File: src/include/mipsDecode_cfg.svh
`ifndef MIPS_DECODE_CFG_SVH
`define MIPS_DECODE_CFG_SVH

// ############################################################
// core sizing.
// ############################################################

`define MIPS_XLEN 32          // data and address width.
`define MIPS_NREGS 32         // architectural registers.
`define MIPS_RADDRW 5         // register index width.

// ############################################################
// reset values.
// ############################################################

// pc+4 held in IF/ID until the first capture.
`define MIPS_RESET_PCPLUS4 32'h0000_0000

`endif

File: src/mipsPkg.sv
`include "mipsDecode_cfg.svh"

package mipsPkg;

	typedef logic [`MIPS_XLEN-1:0] word_t;
	typedef logic [`MIPS_RADDRW-1:0] regAddr_t;

	// ############################################################
	// primary opcodes, funct codes and REGIMM rt codes.
	// ############################################################

	localparam logic [5:0] OPC_SPECIAL = 6'h00, OPC_REGIMM = 6'h01;
	localparam logic [5:0] OPC_J = 6'h02, OPC_JAL = 6'h03;
	localparam logic [5:0] OPC_BEQ = 6'h04, OPC_BNE = 6'h05;
	localparam logic [5:0] OPC_BLEZ = 6'h06, OPC_BGTZ = 6'h07;
	localparam logic [5:0] OPC_ADDI = 6'h08, OPC_ADDIU = 6'h09;
	localparam logic [5:0] OPC_SLTI = 6'h0a, OPC_SLTIU = 6'h0b;
	localparam logic [5:0] OPC_ANDI = 6'h0c, OPC_ORI = 6'h0d;
	localparam logic [5:0] OPC_XORI = 6'h0e, OPC_LUI = 6'h0f;
	localparam logic [5:0] OPC_LB = 6'h20, OPC_LH = 6'h21, OPC_LW = 6'h23;
	localparam logic [5:0] OPC_LBU = 6'h24, OPC_LHU = 6'h25;
	localparam logic [5:0] OPC_SB = 6'h28, OPC_SH = 6'h29, OPC_SW = 6'h2b;

	localparam logic [5:0] FN_SLL = 6'h00, FN_SRL = 6'h02, FN_SRA = 6'h03;
	localparam logic [5:0] FN_SLLV = 6'h04, FN_SRLV = 6'h06, FN_SRAV = 6'h07;
	localparam logic [5:0] FN_JR = 6'h08, FN_JALR = 6'h09;
	localparam logic [5:0] FN_MFHI = 6'h10, FN_MFLO = 6'h12;
	localparam logic [5:0] FN_ADD = 6'h20, FN_ADDU = 6'h21;
	localparam logic [5:0] FN_SUB = 6'h22, FN_SUBU = 6'h23;
	localparam logic [5:0] FN_AND = 6'h24, FN_OR = 6'h25;
	localparam logic [5:0] FN_XOR = 6'h26, FN_NOR = 6'h27;
	localparam logic [5:0] FN_SLT = 6'h2a, FN_SLTU = 6'h2b;

	localparam logic [4:0] RI_BLTZ = 5'h00, RI_BGEZ = 5'h01;
	localparam logic [4:0] RI_BLTZAL = 5'h10, RI_BGEZAL = 5'h11;

	// ############################################################
	// decoded instruction and alu function.
	// ############################################################

	typedef enum logic [5:0] {
		RESERVED,
		ADD, ADDU, SUB, SUBU, AND, OR, XOR, NOR, SLT, SLTU,
		SLL, SRL, SRA, SLLV, SRLV, SRAV, JR, JALR, MFHI, MFLO,
		ADDI, ADDIU, SLTI, SLTIU, ANDI, ORI, XORI, LUI,
		LB, LBU, LH, LHU, LW, SB, SH, SW,
		BEQ, BNE, BLEZ, BGTZ, BLTZ, BGEZ, BLTZAL, BGEZAL,
		J, JAL
	} instrOp_t;

	typedef enum logic [3:0] {
		ALU_ADD, ALU_SUB, ALU_AND, ALU_OR, ALU_XOR, ALU_NOR, ALU_SLT,
		ALU_SLTU, ALU_SLL, ALU_SRL, ALU_SRA, ALU_LUI, ALU_PASS
	} aluFunc_t;

	// three views of one fetched word.
	typedef struct packed {
		logic [5:0] op;
		regAddr_t rs;
		regAddr_t rt;
		regAddr_t rd;
		logic [4:0] shamt;
		logic [5:0] funct;
	} rFmt_t;

	typedef struct packed {
		logic [5:0] op;
		regAddr_t rs;
		regAddr_t rt;
		logic [15:0] imm;
	} iFmt_t;

	typedef struct packed {
		logic [5:0] op;
		logic [25:0] target;
	} jFmt_t;

	typedef union packed {
		rFmt_t rFmt;
		iFmt_t iFmt;
		jFmt_t jFmt;
	} instrWord_t;

	typedef struct packed {
		logic regWrite;
		logic memRead;
		logic memWrite;
		logic aluSrcImm;
		logic regDst;
		logic branch;
		logic jump;
		logic link;
		aluFunc_t aluFunc;
	} ctl_t;

endpackage

File: src/fetchIf.sv
`timescale 1ns/1ps

// instruction bundle held in IF/ID, read by decode.
interface fetchIf;
	import mipsPkg::*;

	logic valid;
	instrWord_t instr;
	word_t pcPlus4;
	logic excFetch;    // fetch-side exception flag.

	modport src (
		output valid, instr, pcPlus4, excFetch
	);

	modport dst (
		input valid, instr, pcPlus4, excFetch
	);

endinterface

File: src/aluDecoder.sv
`timescale 1ns/1ps

module aluDecoder (
	input mipsPkg::instrOp_t op,
	output mipsPkg::aluFunc_t aluFunc
);
	import mipsPkg::*;

	always_comb begin
		case (op)
			ADD, ADDU, ADDI, ADDIU,
			LB, LBU, LH, LHU, LW,
			SB, SH, SW: aluFunc = ALU_ADD;    // address calc shares the adder.
			SUB, SUBU: aluFunc = ALU_SUB;
			SLT, SLTI: aluFunc = ALU_SLT;
			SLTU, SLTIU: aluFunc = ALU_SLTU;
			AND, ANDI: aluFunc = ALU_AND;
			OR, ORI: aluFunc = ALU_OR;
			XOR, XORI: aluFunc = ALU_XOR;
			NOR: aluFunc = ALU_NOR;
			SLL, SLLV: aluFunc = ALU_SLL;
			SRL, SRLV: aluFunc = ALU_SRL;
			SRA, SRAV: aluFunc = ALU_SRA;
			LUI: aluFunc = ALU_LUI;
			default: aluFunc = ALU_PASS;
		endcase
	end

endmodule

File: src/decodeStage.sv
`timescale 1ns/1ps
`include "mipsDecode_cfg.svh"

module decodeStage (
	fetchIf.dst fd,
	output mipsPkg::regAddr_t rsAddr,
	output mipsPkg::regAddr_t rtAddr,
	input mipsPkg::word_t rsData,
	input mipsPkg::word_t rtData,
	output logic decValid,
	output mipsPkg::instrOp_t decOp,
	output mipsPkg::ctl_t ctl,
	output mipsPkg::regAddr_t rs,
	output mipsPkg::regAddr_t rt,
	output mipsPkg::regAddr_t rd,
	output logic [4:0] shamt,
	output mipsPkg::word_t extImm,
	output mipsPkg::word_t srcA,
	output mipsPkg::word_t srcB,
	output mipsPkg::word_t pcPlus4,
	output mipsPkg::word_t pcBranch,
	output mipsPkg::word_t pcJump,
	output logic branchTaken,
	output logic excReserved,
	output logic excFetch
);
	import mipsPkg::*;

	instrOp_t op;
	aluFunc_t aluFunc;
	logic reserved;
	logic isAluR, isAluI, isLoad, isStore, isBranch, isJump, isLink;
	logic zeroExt;
	logic [15:0] imm;
	logic taken;

	mainDecoder uMainDec (.instr(fd.instr), .op(op), .reserved(reserved));
	aluDecoder uAluDec (.op(op), .aluFunc(aluFunc));

	// ############################################################
	// fields, operands and targets.
	// ############################################################

	assign rsAddr = fd.instr.rFmt.rs;
	assign rtAddr = fd.instr.iFmt.rt;
	assign rs = rsAddr;
	assign rt = rtAddr;
	assign rd = (op inside {BLTZAL, BGEZAL, JAL}) ? 5'd31 : fd.instr.rFmt.rd;
	assign shamt = fd.instr.rFmt.shamt;
	assign srcA = rsData;
	assign srcB = rtData;

	assign imm = fd.instr.iFmt.imm;
	assign zeroExt = op inside {ANDI, ORI, XORI};    // logic immediates.
	assign extImm = zeroExt ? {{(`MIPS_XLEN-16){1'b0}}, imm} : {{(`MIPS_XLEN-16){imm[15]}}, imm};

	assign pcPlus4 = fd.pcPlus4;
	assign pcBranch = fd.pcPlus4 + {extImm[`MIPS_XLEN-3:0], 2'b00};
	assign pcJump = {fd.pcPlus4[`MIPS_XLEN-1:28], fd.instr.jFmt.target, 2'b00};

	// ############################################################
	// control.
	// ############################################################

	assign isAluR = op inside {ADD, ADDU, SUB, SUBU, AND, OR, XOR, NOR, SLT, SLTU,
		SLL, SRL, SRA, SLLV, SRLV, SRAV};
	assign isAluI = op inside {ADDI, ADDIU, SLTI, SLTIU, ANDI, ORI, XORI, LUI};
	assign isLoad = op inside {LB, LBU, LH, LHU, LW};
	assign isStore = op inside {SB, SH, SW};
	assign isBranch = op inside {BEQ, BNE, BLEZ, BGTZ, BLTZ, BGEZ, BLTZAL, BGEZAL};
	assign isJump = op inside {J, JAL, JR, JALR};
	assign isLink = op inside {JAL, JALR, BLTZAL, BGEZAL};

	always_comb begin
		case (op)
			BEQ: taken = (srcA == srcB);
			BNE: taken = (srcA != srcB);
			BLEZ: taken = srcA[`MIPS_XLEN-1] || (srcA == '0);
			BGTZ: taken = !srcA[`MIPS_XLEN-1] && (srcA != '0);
			BLTZ, BLTZAL: taken = srcA[`MIPS_XLEN-1];
			BGEZ, BGEZAL: taken = !srcA[`MIPS_XLEN-1];
			default: taken = 1'b0;
		endcase
	end

	assign decValid = fd.valid;
	assign decOp = op;

	assign ctl.regWrite = fd.valid && (isAluR || isAluI || isLoad || isLink ||
		(op inside {MFHI, MFLO}));
	assign ctl.memRead = fd.valid && isLoad;
	assign ctl.memWrite = fd.valid && isStore;
	assign ctl.aluSrcImm = isAluI || isLoad || isStore;
	assign ctl.regDst = isAluR || (op inside {JR, JALR, MFHI, MFLO});    // r-type.
	assign ctl.branch = fd.valid && isBranch;
	assign ctl.jump = fd.valid && isJump;
	assign ctl.link = fd.valid && isLink;
	assign ctl.aluFunc = aluFunc;

	assign branchTaken = fd.valid && taken;
	assign excFetch = fd.valid && fd.excFetch;
	// a fetch fault hides whatever the word decodes to.
	assign excReserved = fd.valid && reserved && !fd.excFetch;

endmodule

File: src/ifIdReg.sv
`timescale 1ns/1ps
`include "mipsDecode_cfg.svh"

module ifIdReg (
	input logic clk,
	input logic arstN,
	input logic fetchValid,
	input mipsPkg::word_t fetchInstr,
	input mipsPkg::word_t fetchPcPlus4,
	input logic fetchExc,
	input logic stall,
	input logic flush,
	fetchIf.src fd
);

	always_ff @(posedge clk or negedge arstN) begin
		if (!arstN) begin
			fd.valid <= 1'b0;
			fd.instr <= '0;
			fd.pcPlus4 <= `MIPS_RESET_PCPLUS4;
			fd.excFetch <= 1'b0;
		end else if (flush) begin
			fd.valid <= 1'b0;    // squash wins over hold.
		end else if (!stall) begin
			fd.valid <= fetchValid;
			fd.instr <= fetchInstr;
			fd.pcPlus4 <= fetchPcPlus4;
			fd.excFetch <= fetchExc;
		end
	end

endmodule

File: src/mainDecoder.sv
`timescale 1ns/1ps

module mainDecoder (
	input mipsPkg::instrWord_t instr,
	output mipsPkg::instrOp_t op,
	output logic reserved
);
	import mipsPkg::*;

	always_comb begin
		op = RESERVED;
		case (instr.rFmt.op)
			OPC_SPECIAL: begin
				case (instr.rFmt.funct)
					FN_ADD: op = ADD;
					FN_ADDU: op = ADDU;
					FN_SUB: op = SUB;
					FN_SUBU: op = SUBU;
					FN_AND: op = AND;
					FN_OR: op = OR;
					FN_XOR: op = XOR;
					FN_NOR: op = NOR;
					FN_SLT: op = SLT;
					FN_SLTU: op = SLTU;
					FN_SLL: op = SLL;
					FN_SRL: op = SRL;
					FN_SRA: op = SRA;
					FN_SLLV: op = SLLV;
					FN_SRLV: op = SRLV;
					FN_SRAV: op = SRAV;
					FN_JR: op = JR;
					FN_JALR: op = JALR;
					FN_MFHI: op = MFHI;
					FN_MFLO: op = MFLO;
					default: op = RESERVED;
				endcase
			end
			OPC_REGIMM: begin
				// rt picks the branch flavour.
				case (instr.iFmt.rt)
					RI_BLTZ: op = BLTZ;
					RI_BGEZ: op = BGEZ;
					RI_BLTZAL: op = BLTZAL;
					RI_BGEZAL: op = BGEZAL;
					default: op = RESERVED;
				endcase
			end
			OPC_J: op = J;
			OPC_JAL: op = JAL;
			OPC_BEQ: op = BEQ;
			OPC_BNE: op = BNE;
			OPC_BLEZ: op = BLEZ;
			OPC_BGTZ: op = BGTZ;
			OPC_ADDI: op = ADDI;
			OPC_ADDIU: op = ADDIU;
			OPC_SLTI: op = SLTI;
			OPC_SLTIU: op = SLTIU;
			OPC_ANDI: op = ANDI;
			OPC_ORI: op = ORI;
			OPC_XORI: op = XORI;
			OPC_LUI: op = LUI;
			OPC_LB: op = LB;
			OPC_LBU: op = LBU;
			OPC_LH: op = LH;
			OPC_LHU: op = LHU;
			OPC_LW: op = LW;
			OPC_SB: op = SB;
			OPC_SH: op = SH;
			OPC_SW: op = SW;
			default: op = RESERVED;
		endcase
	end

	assign reserved = (op == RESERVED);

endmodule

File: src/mipsDecodeTop.sv
`timescale 1ns/1ps

module mipsDecodeTop (
	input logic clk,
	input logic arstN,
	input logic fetchValid,
	input mipsPkg::word_t fetchInstr,
	input mipsPkg::word_t fetchPcPlus4,
	input logic fetchExc,
	input logic stall,
	input logic flush,
	input logic wbEn,
	input mipsPkg::regAddr_t wbAddr,
	input mipsPkg::word_t wbData,
	output logic decValid,
	output mipsPkg::instrOp_t decOp,
	output mipsPkg::aluFunc_t aluFunc,
	output logic regWrite,
	output logic memRead,
	output logic memWrite,
	output logic aluSrcImm,
	output logic regDst,
	output logic branch,
	output logic jump,
	output logic link,
	output mipsPkg::regAddr_t rs,
	output mipsPkg::regAddr_t rt,
	output mipsPkg::regAddr_t rd,
	output logic [4:0] shamt,
	output mipsPkg::word_t extImm,
	output mipsPkg::word_t srcA,
	output mipsPkg::word_t srcB,
	output mipsPkg::word_t pcPlus4,
	output mipsPkg::word_t pcBranch,
	output mipsPkg::word_t pcJump,
	output logic branchTaken,
	output logic excReserved,
	output logic excFetch
);
	import mipsPkg::*;

	regAddr_t rsAddr, rtAddr;
	word_t rsData, rtData;
	ctl_t ctl;

	fetchIf fdBus ();

	ifIdReg uIfId (
		.clk(clk), .arstN(arstN),
		.fetchValid(fetchValid), .fetchInstr(fetchInstr),
		.fetchPcPlus4(fetchPcPlus4), .fetchExc(fetchExc),
		.stall(stall), .flush(flush),
		.fd(fdBus.src)
	);

	regFile uRegFile (
		.clk(clk), .arstN(arstN),
		.rsAddr(rsAddr), .rtAddr(rtAddr),
		.wbEn(wbEn), .wbAddr(wbAddr), .wbData(wbData),
		.rsData(rsData), .rtData(rtData)
	);

	decodeStage uDecode (
		.fd(fdBus.dst),
		.rsAddr(rsAddr), .rtAddr(rtAddr), .rsData(rsData), .rtData(rtData),
		.decValid(decValid), .decOp(decOp), .ctl(ctl),
		.rs(rs), .rt(rt), .rd(rd), .shamt(shamt),
		.extImm(extImm), .srcA(srcA), .srcB(srcB),
		.pcPlus4(pcPlus4), .pcBranch(pcBranch), .pcJump(pcJump),
		.branchTaken(branchTaken), .excReserved(excReserved), .excFetch(excFetch)
	);

	// control struct out to plain pins.
	assign regWrite = ctl.regWrite;
	assign memRead = ctl.memRead;
	assign memWrite = ctl.memWrite;
	assign aluSrcImm = ctl.aluSrcImm;
	assign regDst = ctl.regDst;
	assign branch = ctl.branch;
	assign jump = ctl.jump;
	assign link = ctl.link;
	assign aluFunc = ctl.aluFunc;

endmodule

File: src/regFile.sv
`timescale 1ns/1ps
`include "mipsDecode_cfg.svh"

module regFile (
	input logic clk,
	input logic arstN,
	input mipsPkg::regAddr_t rsAddr,
	input mipsPkg::regAddr_t rtAddr,
	input logic wbEn,
	input mipsPkg::regAddr_t wbAddr,
	input mipsPkg::word_t wbData,
	output mipsPkg::word_t rsData,
	output mipsPkg::word_t rtData
);
	import mipsPkg::*;

	word_t regs [`MIPS_NREGS];

	// ############################################################
	// write port.
	// ############################################################

	always_ff @(posedge clk or negedge arstN) begin
		if (!arstN) begin
			for (int i = 0; i < `MIPS_NREGS; i++) begin
				regs[i] <= '0;
			end
		end else if (wbEn && (wbAddr != '0)) begin
			regs[wbAddr] <= wbData;    // $0 is never written.
		end
	end

	// read ports, no bypass from the write port.
	assign rsData = (rsAddr == '0) ? '0 : regs[rsAddr];
	assign rtData = (rtAddr == '0) ? '0 : regs[rtAddr];

endmodule
File: config.mk
export PLATFORM = sky130hd
export DESIGN_NAME = mipsDecodeTop
export DESIGN_NICKNAME = d
export VERILOG_FILES = /design/src/mipsPkg.sv /design/src/fetchIf.sv /design/src/aluDecoder.sv /design/src/decodeStage.sv /design/src/ifIdReg.sv /design/src/mainDecoder.sv /design/src/mipsDecodeTop.sv /design/src/regFile.sv
export VERILOG_INCLUDE_DIRS = /design/src /design/src/include
export SDC_FILE = /design/constraint.sdc
export NUM_CORES = 2
export LEC_CHECK = 0
export ABC_AREA = 1
export BUFFER_PORTS_ARGS = -buffer_cell sky130_fd_sc_hd__buf_2
export CORE_MARGIN = 2
export CORE_UTILIZATION = 55
export DETAILED_ROUTE_END_ITERATION = 16
export HOLD_SLACK_MARGIN = 0.05
export PLACE_DENSITY_LB_ADDON = 0.15
export SETUP_SLACK_MARGIN = 0.05
export SLEW_MARGIN = 0
export SYNTH_ARGS = -nofsm -noshare
export SYNTH_HDL_FRONTEND = slang
export SYNTH_HIERARCHICAL = 1
export SYNTH_SLANG_ARGS = --single-unit
File: constraint.sdc
create_clock -name clk -period 5.1 [get_ports clk]
set_clock_uncertainty 0.05 [all_clocks]
set_input_delay 1.02 -clock clk [delete_from_list [all_inputs] [get_ports clk]]
set_output_delay 1.02 -clock clk [all_outputs]
set_load 0.05 [all_outputs]
== Word-level counts from Yosys, hierarchy flattened ==
Memories as Yosys holds them, arrays and structs flattened.
Index checks and enable logic that the tools add are counted.
W data, S select, Z words.

* Memories kept: 2
* Word-level logic and storage cells: 185
* Memory bits (read-only): 576
* RAM bits: 0
* Output and inout bits: 234
* Bits in latches: 0
* Flip-flop bits (word level): 1,090
* Bits of input ports: 108

{| class="wikitable"
|+ Memory list
! name !! words !! width !! read ports !! clocked after memory_dff !! write ports !! line !! text
|-
| (name not given) || 64 || 5 || 1 || 0 || 0 || mainDecoder.sv:14 || <nowiki>case (instr.rFmt.funct)</nowiki>
|-
| (name not given) || 64 || 4 || 1 || 0 || 0 || aluDecoder.sv:10 || <nowiki>case (op)</nowiki>
|}

* Equal/unequal tests: 75
* Div/mod/pow operators: 0
* $mul: 0
* Reductions and logical operators: 44
* Shifts and indexed selects: 0
* Multiplexer cells: 18
* $add $sub $neg: 1
* Bitwise operators: 5
* Order comparisons: 4

{| class="wikitable"
|+ Operators with widths
! cell !! count
|-
| $bwmux W1024 || 1
|-
| $bmux W32 S5 || 2
|-
| $mux W32 || 8
|-
| $demux W32 S5 || 1
|-
| $pmux W6 S24 || 1
|-
| $eq A6 B6 Y1 const B || 23
|-
| $eq A6 B4 Y1 const B || 16
|-
| $eq A6 B5 Y1 const B || 16
|-
| $eq A6 B3 Y1 const B || 8
|-
| $add A32 B32 Y32 || 1
|-
| $eq A32 B32 Y1 || 1
|-
| $logic_not A32 Y1 || 1
|-
| $ne A32 B32 Y1 || 1
|-
| $reduce_bool A32 Y1 || 1
|-
| $eq A6 B2 Y1 const B || 4
|-
| $pmux W6 S4 || 1
|-
| $ge A6 B6 Y1 const B || 3
|-
| $not A5 Y6 || 3
|-
| $reduce_bool A16 Y1 || 1
|-
| $reduce_bool A8 Y1 || 2
|-
| $logic_and A1 B1 Y1 || 13
|-
| $eq A6 B1 Y1 const B || 2
|-
| $logic_not A6 Y1 || 2
|-
| $reduce_bool A4 Y1 || 3
|-
| other kinds (16) || 32
|}

== Logic depth before layout (Yosys ltp) ==
* Depth in word-level cells: 10
* Depth in mapped cells: 26
* Gate-level depth less buffers: 26

== By module ==
The synthesis kept the hierarchy.

{| class="wikitable"
|+ Modules (own cells, without submodules)
! module !! instances !! seq. area each (um2) !! area each (um2) !! cells an instance
|-
| regFile || 1 || 25,624.6 || 57,004.7 || 8,327
|-
| decodeStage || 1 || 0.0 || 4,136.5 || 699
|-
| ifIdReg || 1 || 1,651.6 || 2,637.5 || 287
|-
| mainDecoder || 1 || 0.0 || 754.5 || 156
|-
| aluDecoder || 1 || 0.0 || 306.5 || 60
|}

== Worst setup path before layout ==
OpenSTA, ideal clock, no wires.

* Path type: flip-flop to output port
* From: reg uIfId.fd.instr[0]
* To: out pcBranch[26]
* Path buffers: 0
* Arrival time: 4,800 ps
* Slack: -770 ps
* Cell stages (with the launch flop): 21
* Required time: 4,030 ps
* Cell sequence: dfrtp_1 -> inv_1 -> ha_1 -> nand2_1 -> nand3_1 -> nand3_1 -> nand3_1 -> nand3_1 -> nor2_1 -> inv_1 -> nand2_1 -> o21ai_1 -> inv_1 -> ha_1 -> nand2_1 -> nor2_2 -> inv_1 -> nor2_1 -> nand4_1 -> nand3_1 -> xor2_1

* Cells in the longest elaborated chain, start to end: 6
* Elaborated cells on any way between the ends: 8
* Classes of those cells: add/sub (1); eq/ne (3); mux (2); reduce/logical (1); memory (1)

{| class="wikitable"
|+ RTL lines
! what !! line !! text
|-
| start, declared || fetchIf.sv:13 || <nowiki>output valid, instr, pcPlus4, excFetch</nowiki>
|-
| start signal, assigned || ifIdReg.sv:26 || <nowiki>fd.instr <= fetchInstr;</nowiki>
|-
| $mem_v2 Z64 W5 (*) || -- ||
|-
| $pmux W6 S24 (*) || mainDecoder.sv:12 || <nowiki>case (instr.rFmt.op)</nowiki>
|-
| named net decOp[0] || mipsDecodeTop.sv:16 || <nowiki>output mipsPkg::instrOp_t decOp,</nowiki>
|-
| $eq A6 B5 Y1 || decodeStage.sv:54 || <nowiki>assign zeroExt = op inside {ANDI, ORI, XORI};</nowiki>
|-
| $reduce_bool A3 Y1 (*) || decodeStage.sv:54 ||
|-
| $mux W32 (*) || decodeStage.sv:55 || <nowiki>assign extImm = zeroExt ? {{(`MIPS_XLEN-16){1'b0}}, imm} : {{(`MIPS_XLEN-16){imm[15]}}, imm};</nowiki>
|-
| named net extImm[16] || mipsDecodeTop.sv:30 || <nowiki>output mipsPkg::word_t extImm,</nowiki>
|-
| $add A32 B32 Y32 (*) || decodeStage.sv:58 || <nowiki>assign pcBranch = fd.pcPlus4 + {extImm[`MIPS_XLEN-3:0], 2'b00};</nowiki>
|-
| end, declared || mipsDecodeTop.sv:34 || <nowiki>output mipsPkg::word_t pcBranch,</nowiki>
|}

Mark *: on every way through the listed nets, which the timed path passes. The rest lies on a longest branch.

== Worst setup path after layout ==
* From: reg uIfId.fd.instr[19]
* To: out branchTaken

* Cells in the longest elaborated chain, start to end: 8
* Elaborated cells on any way between the ends: 25
* Classes of those cells: eq/ne (13); mux (7); bitwise (1); reduce/logical (4)

{| class="wikitable"
|+ RTL lines
! what !! line !! text
|-
| $not A5 Y6 (implied by the code) || regFile.sv:35 || <nowiki>assign rtData = (rtAddr == '0) ? '0 : regs[rtAddr];</nowiki>
|-
| $bmux W32 S5 || regFile.sv:35 ||
|-
| $mux W32 (implied by the code) (2 in a row) || regFile.sv:35 ||
|-
| $mux W32 || regFile.sv:35 ||
|-
| $ne A32 B32 Y1 / $eq A32 B32 Y1 (equally long branches) || decodeStage.sv:77, decodeStage.sv:76 ||
|-
| $pmux W1 S6 (*) || decodeStage.sv:75 || <nowiki>case (op)</nowiki>
|-
| $logic_and A1 B1 Y1 (*) || decodeStage.sv:100 || <nowiki>assign branchTaken = fd.valid && taken;</nowiki>
|-
| end, declared || mipsDecodeTop.sv:36 || <nowiki>output logic branchTaken,</nowiki>
|}

Every way passes the cells marked *; elsewhere a longest branch is shown, timed or not. The select of a mux whose other input is x is not followed.

==> impl_results.md <==
- Worst Max-Slew Pin Slew: 1.23 ns
- Fin. Hold Viols: 0
- CTS buffer count: 130
- CP max stage cell: buf_4
- Placed inst area: 67,500 sq um
- Cell Area, Synth: roughly 65,000 sq um
- Startpoint class of the critical path: flop
- Min Hold Slack: approximately 0.25 ns
- TritonCTS Sinks: 1,090
- Root Buffer: clkbuf_16
- Required time of the critical path: 4.03 ns
- Clk buf depth: 3
- Setup crit start: uIfId/fd.instr[19]$_DFFE_PN0P_
- Worst r2r path cells: 4
- Crit path capture type: output pin
- Synthesized flop and latch total: ~1,100
- Slew HR: 18.0%
- Syn-to-layout area delta: 14.9%
- GR Overflow Total: 0
- Ys flop type: dfrtp_1
- Initial DRC count: 10,891
- Reg-to-reg endpoint: uIfId/fd.instr[24]$_DFFE_PN0P_
- Post-synthesis sequential area ratio: 42.1%
- Syn Area/Cell: 6.80 sq um
- VDD IR-drop max: 0.503 mV
- # fillers: 10,259
- Worst path arrival time: between 4 and 5 ns
- Ports: 342
- Reg2Reg Setup Slack: 3.14 ns
- Post-route ant nets: 0
- Pwr/cell area: 460 nW/um^2
- CP max stage delay: around 0.66 ns
- Crit Path Max Fanout: 40
- Die Y: ~350 um
- Max-slew violation count: 0
- Fin nets: 9,548
- Initial Util: roughly 56%
- Post-DP HPWL: 146 mm
- Total die area: between 100,000 and 150,000 sq um
- Crit path cell chain: buf_12 -> buf_4 -> nand2_1 -> nand3_1 -> nand2_1 -> nor2_1 -> xnor2_2 -> nand2_1 -> nor2_1 -> nand2_2 -> nor2_4 -> nand2_1 -> nand2_1 -> nand2_1 -> a21oi_2 -> buf_6
- Initial antenna violation count: 8
- Via density: just over 6
- WS Path Type: reg -> out
- Port Buffer Count: approximately 340
- Number of max-cap violations: 0
- Period utilisation layout: 105%
- GPL Wtd Cong: 0.970
- Avg WL per Cell: 23.7 um
- Cells after synthesis: 9,529
- Synth top area cells: dfrtp_1 42%, nand2_1 19%, nand3_1 11%, nor2_1 5.3%, a21oi_1 5.2%
- Failing checks: setup timing
- Setup-failing EPs final: 14
- Width of the die: 347 um
- GRT Util Overall: 42.1%
- RSZ-0062 raised after global routing: yes
- First-pass GRT wire length: approximately 390 mm
- Setup WS post-layout: -0.272 ns
- Hold_buf cts: 0
- Status: finished with violations
- Cell taking the most area after synthesis: dfrtp_1
- Vias in the first global route: between 60,000 and 70,000
- R2r startpoint: uIfId/fd.instr[24]$_DFFE_PN0P_
- Static Leak: 35.8 nW
- Synth cell types: 50
- Share of cells above drive strength 1: approximately an eighth
- Yosys top cell area share: 42.1%
- Design area: around 74,000 sq um
- Async SR Flop Fraction: 100%
- Dominant cell type by count on the critical path: nand2_1
- Post-synth EDFFs: 0
- Yosys warnings: 6
- Worst skew pair latency: 0.75 ns
- Crit path time final: roughly 5.4 ns
- Post-layout util: between 60% and 70%
- Core region area: 117,000 sq um
- Detailed-route via count: 67,999
- Rows: 125
- DRC viols: 0
- Drt first pass iters: 7
- Clk slew on worst S/H paths: 0.05 ns
- Largest net degree at the start of global routing: 124
- Worst hold path class: in -> async
- Peak Freq: 186 MHz
- H-tree lvl count: 4
- Final wirelength: 262 mm
- CTS tree: built
## cells in the final DEF, fill, tap and decap left out, drive strengths merged, types with 2 or more instances in the layout
cell,instances
o21ai,670
inv,210
clkbuf,205
nor2,939
nand4,11
clkinv,24
buf,687
nor4,5
ha,40
o211ai,21
conb,2
and2,2
dfrtp,1090
o21bai,5
or2,6
a21oi,694
xnor2,30
bufbuf,6
diode,3
xor2,14
nand3b,3
nand2,3348
clkinvlp,5
nor3,16
a21o,2
a31oi,2
nand3,1449
bufinv,9
## registers in the layout, indices dropped and copies added, names as in the netlist
signal and flops:
uRegFile/regs 1024, uIfId/fd.instr 32, uIfId/fd.valid 1, uIfId/fd.pcPlus4 32, uIfId/fd.excFetch 1
## critical path: cells and delay by family (launching register included)
kind,cells,cell delay [ns]
buffers and inverters,3,1.18
AO/OA/AOI/OAI,1,0.20
AND/OR/NAND/NOR,11,1.47
flip-flops,1,0.42
XOR/XNOR,1,0.22
## cells by family (layout without fill, tap and decap cells)
group / Yosys count / in the layout / share of synthesized area (%)
buf+inv: 1176 / 1146 / 8.51
xor+xnor: 44 / 44 / 0.594
other cells: 1 / 5 / 0.00578
fa+ha+maj: 41 / 41 / 0.803
flops: 1090 / 1090 / 42.1
compound gates: 1397 / 1397 / 11.1
simple gates: 5780 / 5780 / 37.0
## where the power goes
group          leakage [nW]  internal (mW)  total (mW)  switching [mW]
Clock                  2.20           5.87        9.74            3.87
Combinational          20.0           4.18        12.5            8.35
Sequential             13.5           10.5        12.0            1.52
Total                  35.8           20.5        34.2            13.7
## metrics by stage
step | setup WS (ns) | TNS, ns | total power [mW] | cells
final | -0.272 | -2.09 | 34.2 | 11027
after global routing | -0.366 | -4.13 | 35.8 | 11026
after CTS | -0.113 | -0.638 | 33.5 | 11002
after detailed placement | -0.0179 | -0.0179 | 23.2 | 10692
after global placement | -0.0468 | -0.0468 | 23.0 | 10692
after floorplan | -0.379 | -3.51 | 19.8 | 9530
## final cells by class
cell class | count | area [sq um] | share of cell area (%)
timing repair buffer | 701 | 6480 | 8.70
antenna | 3 | 7.51 | 0.0101
inverter | 209 | 916 | 1.23
sequential | 1090 | 27300 | 36.7
clock buffer | 197 | 4010 | 5.39
tap | 1524 | 1910 | 2.56
timing repair inverter | 3 | 26.3 | 0.0353
multi-input combinational | 7264 | 33400 | 44.8
clock inverter | 36 | 429 | 0.576
## per-layer routing
| metal | up-vias | GRT usage, % | part of all wire [%] |
|---|---|---|---|
| met2 | 4865 | 63.5 | 43 |
| met3 | 1174 | 9.96 | 13 |
| li1 | 30449 | - | - |
| met1 | 31503 | 54.8 | 37 |
| met5 | - | 0 | 0.018 |
| met4 | 8 | 26.4 | 7.2 |
## Yosys cell counts (3+ instances only)
library cell / n
nor2_8: 5
o21bai_1: 4
clkbuf_1: 512
buf_2: 141
nor4_4: 3
or2_2: 5
nand3_2: 10
nor2_1: 912
buf_4: 225
inv_1: 194
o211ai_1: 21
buf_1: 76
inv_2: 11
nand3_1: 1439
xor2_1: 14
a21oi_2: 23
o21ai_1: 38
ha_1: 40
nand2_1: 3331
clkbuf_2: 3
nor3_1: 13
clkinv_1: 3
nand2_2: 14
nand2_4: 3
dfrtp_1: 1090
nor2_4: 10
nor3_2: 3
o21ai_0: 631
a21oi_1: 671
xnor2_1: 30
nor2_2: 12
nand4_1: 11
buf_6: 10
## worst max path at each step
stage                         endpoint  slack (ns)  cells after the start
after floorplan           pcBranch[26]       -0.38                     19
after global routing      pcBranch[31]       -0.37                     22
after CTS                 pcBranch[31]       -0.11                     24
after global placement     branchTaken       -0.05                     18
after detailed placement   branchTaken       -0.02                     18
final                      branchTaken       -0.27                     16
## repair_timing
action,4_1_cts,5_1_grt
cloned,12,6
resized for setup,206,187
pin swaps,43,58
setup endpoints to repair,14,31
setup buffers,65,20
hold endpoints to repair,0,0
No activity file was read; power rests on OpenSTA's default activity.
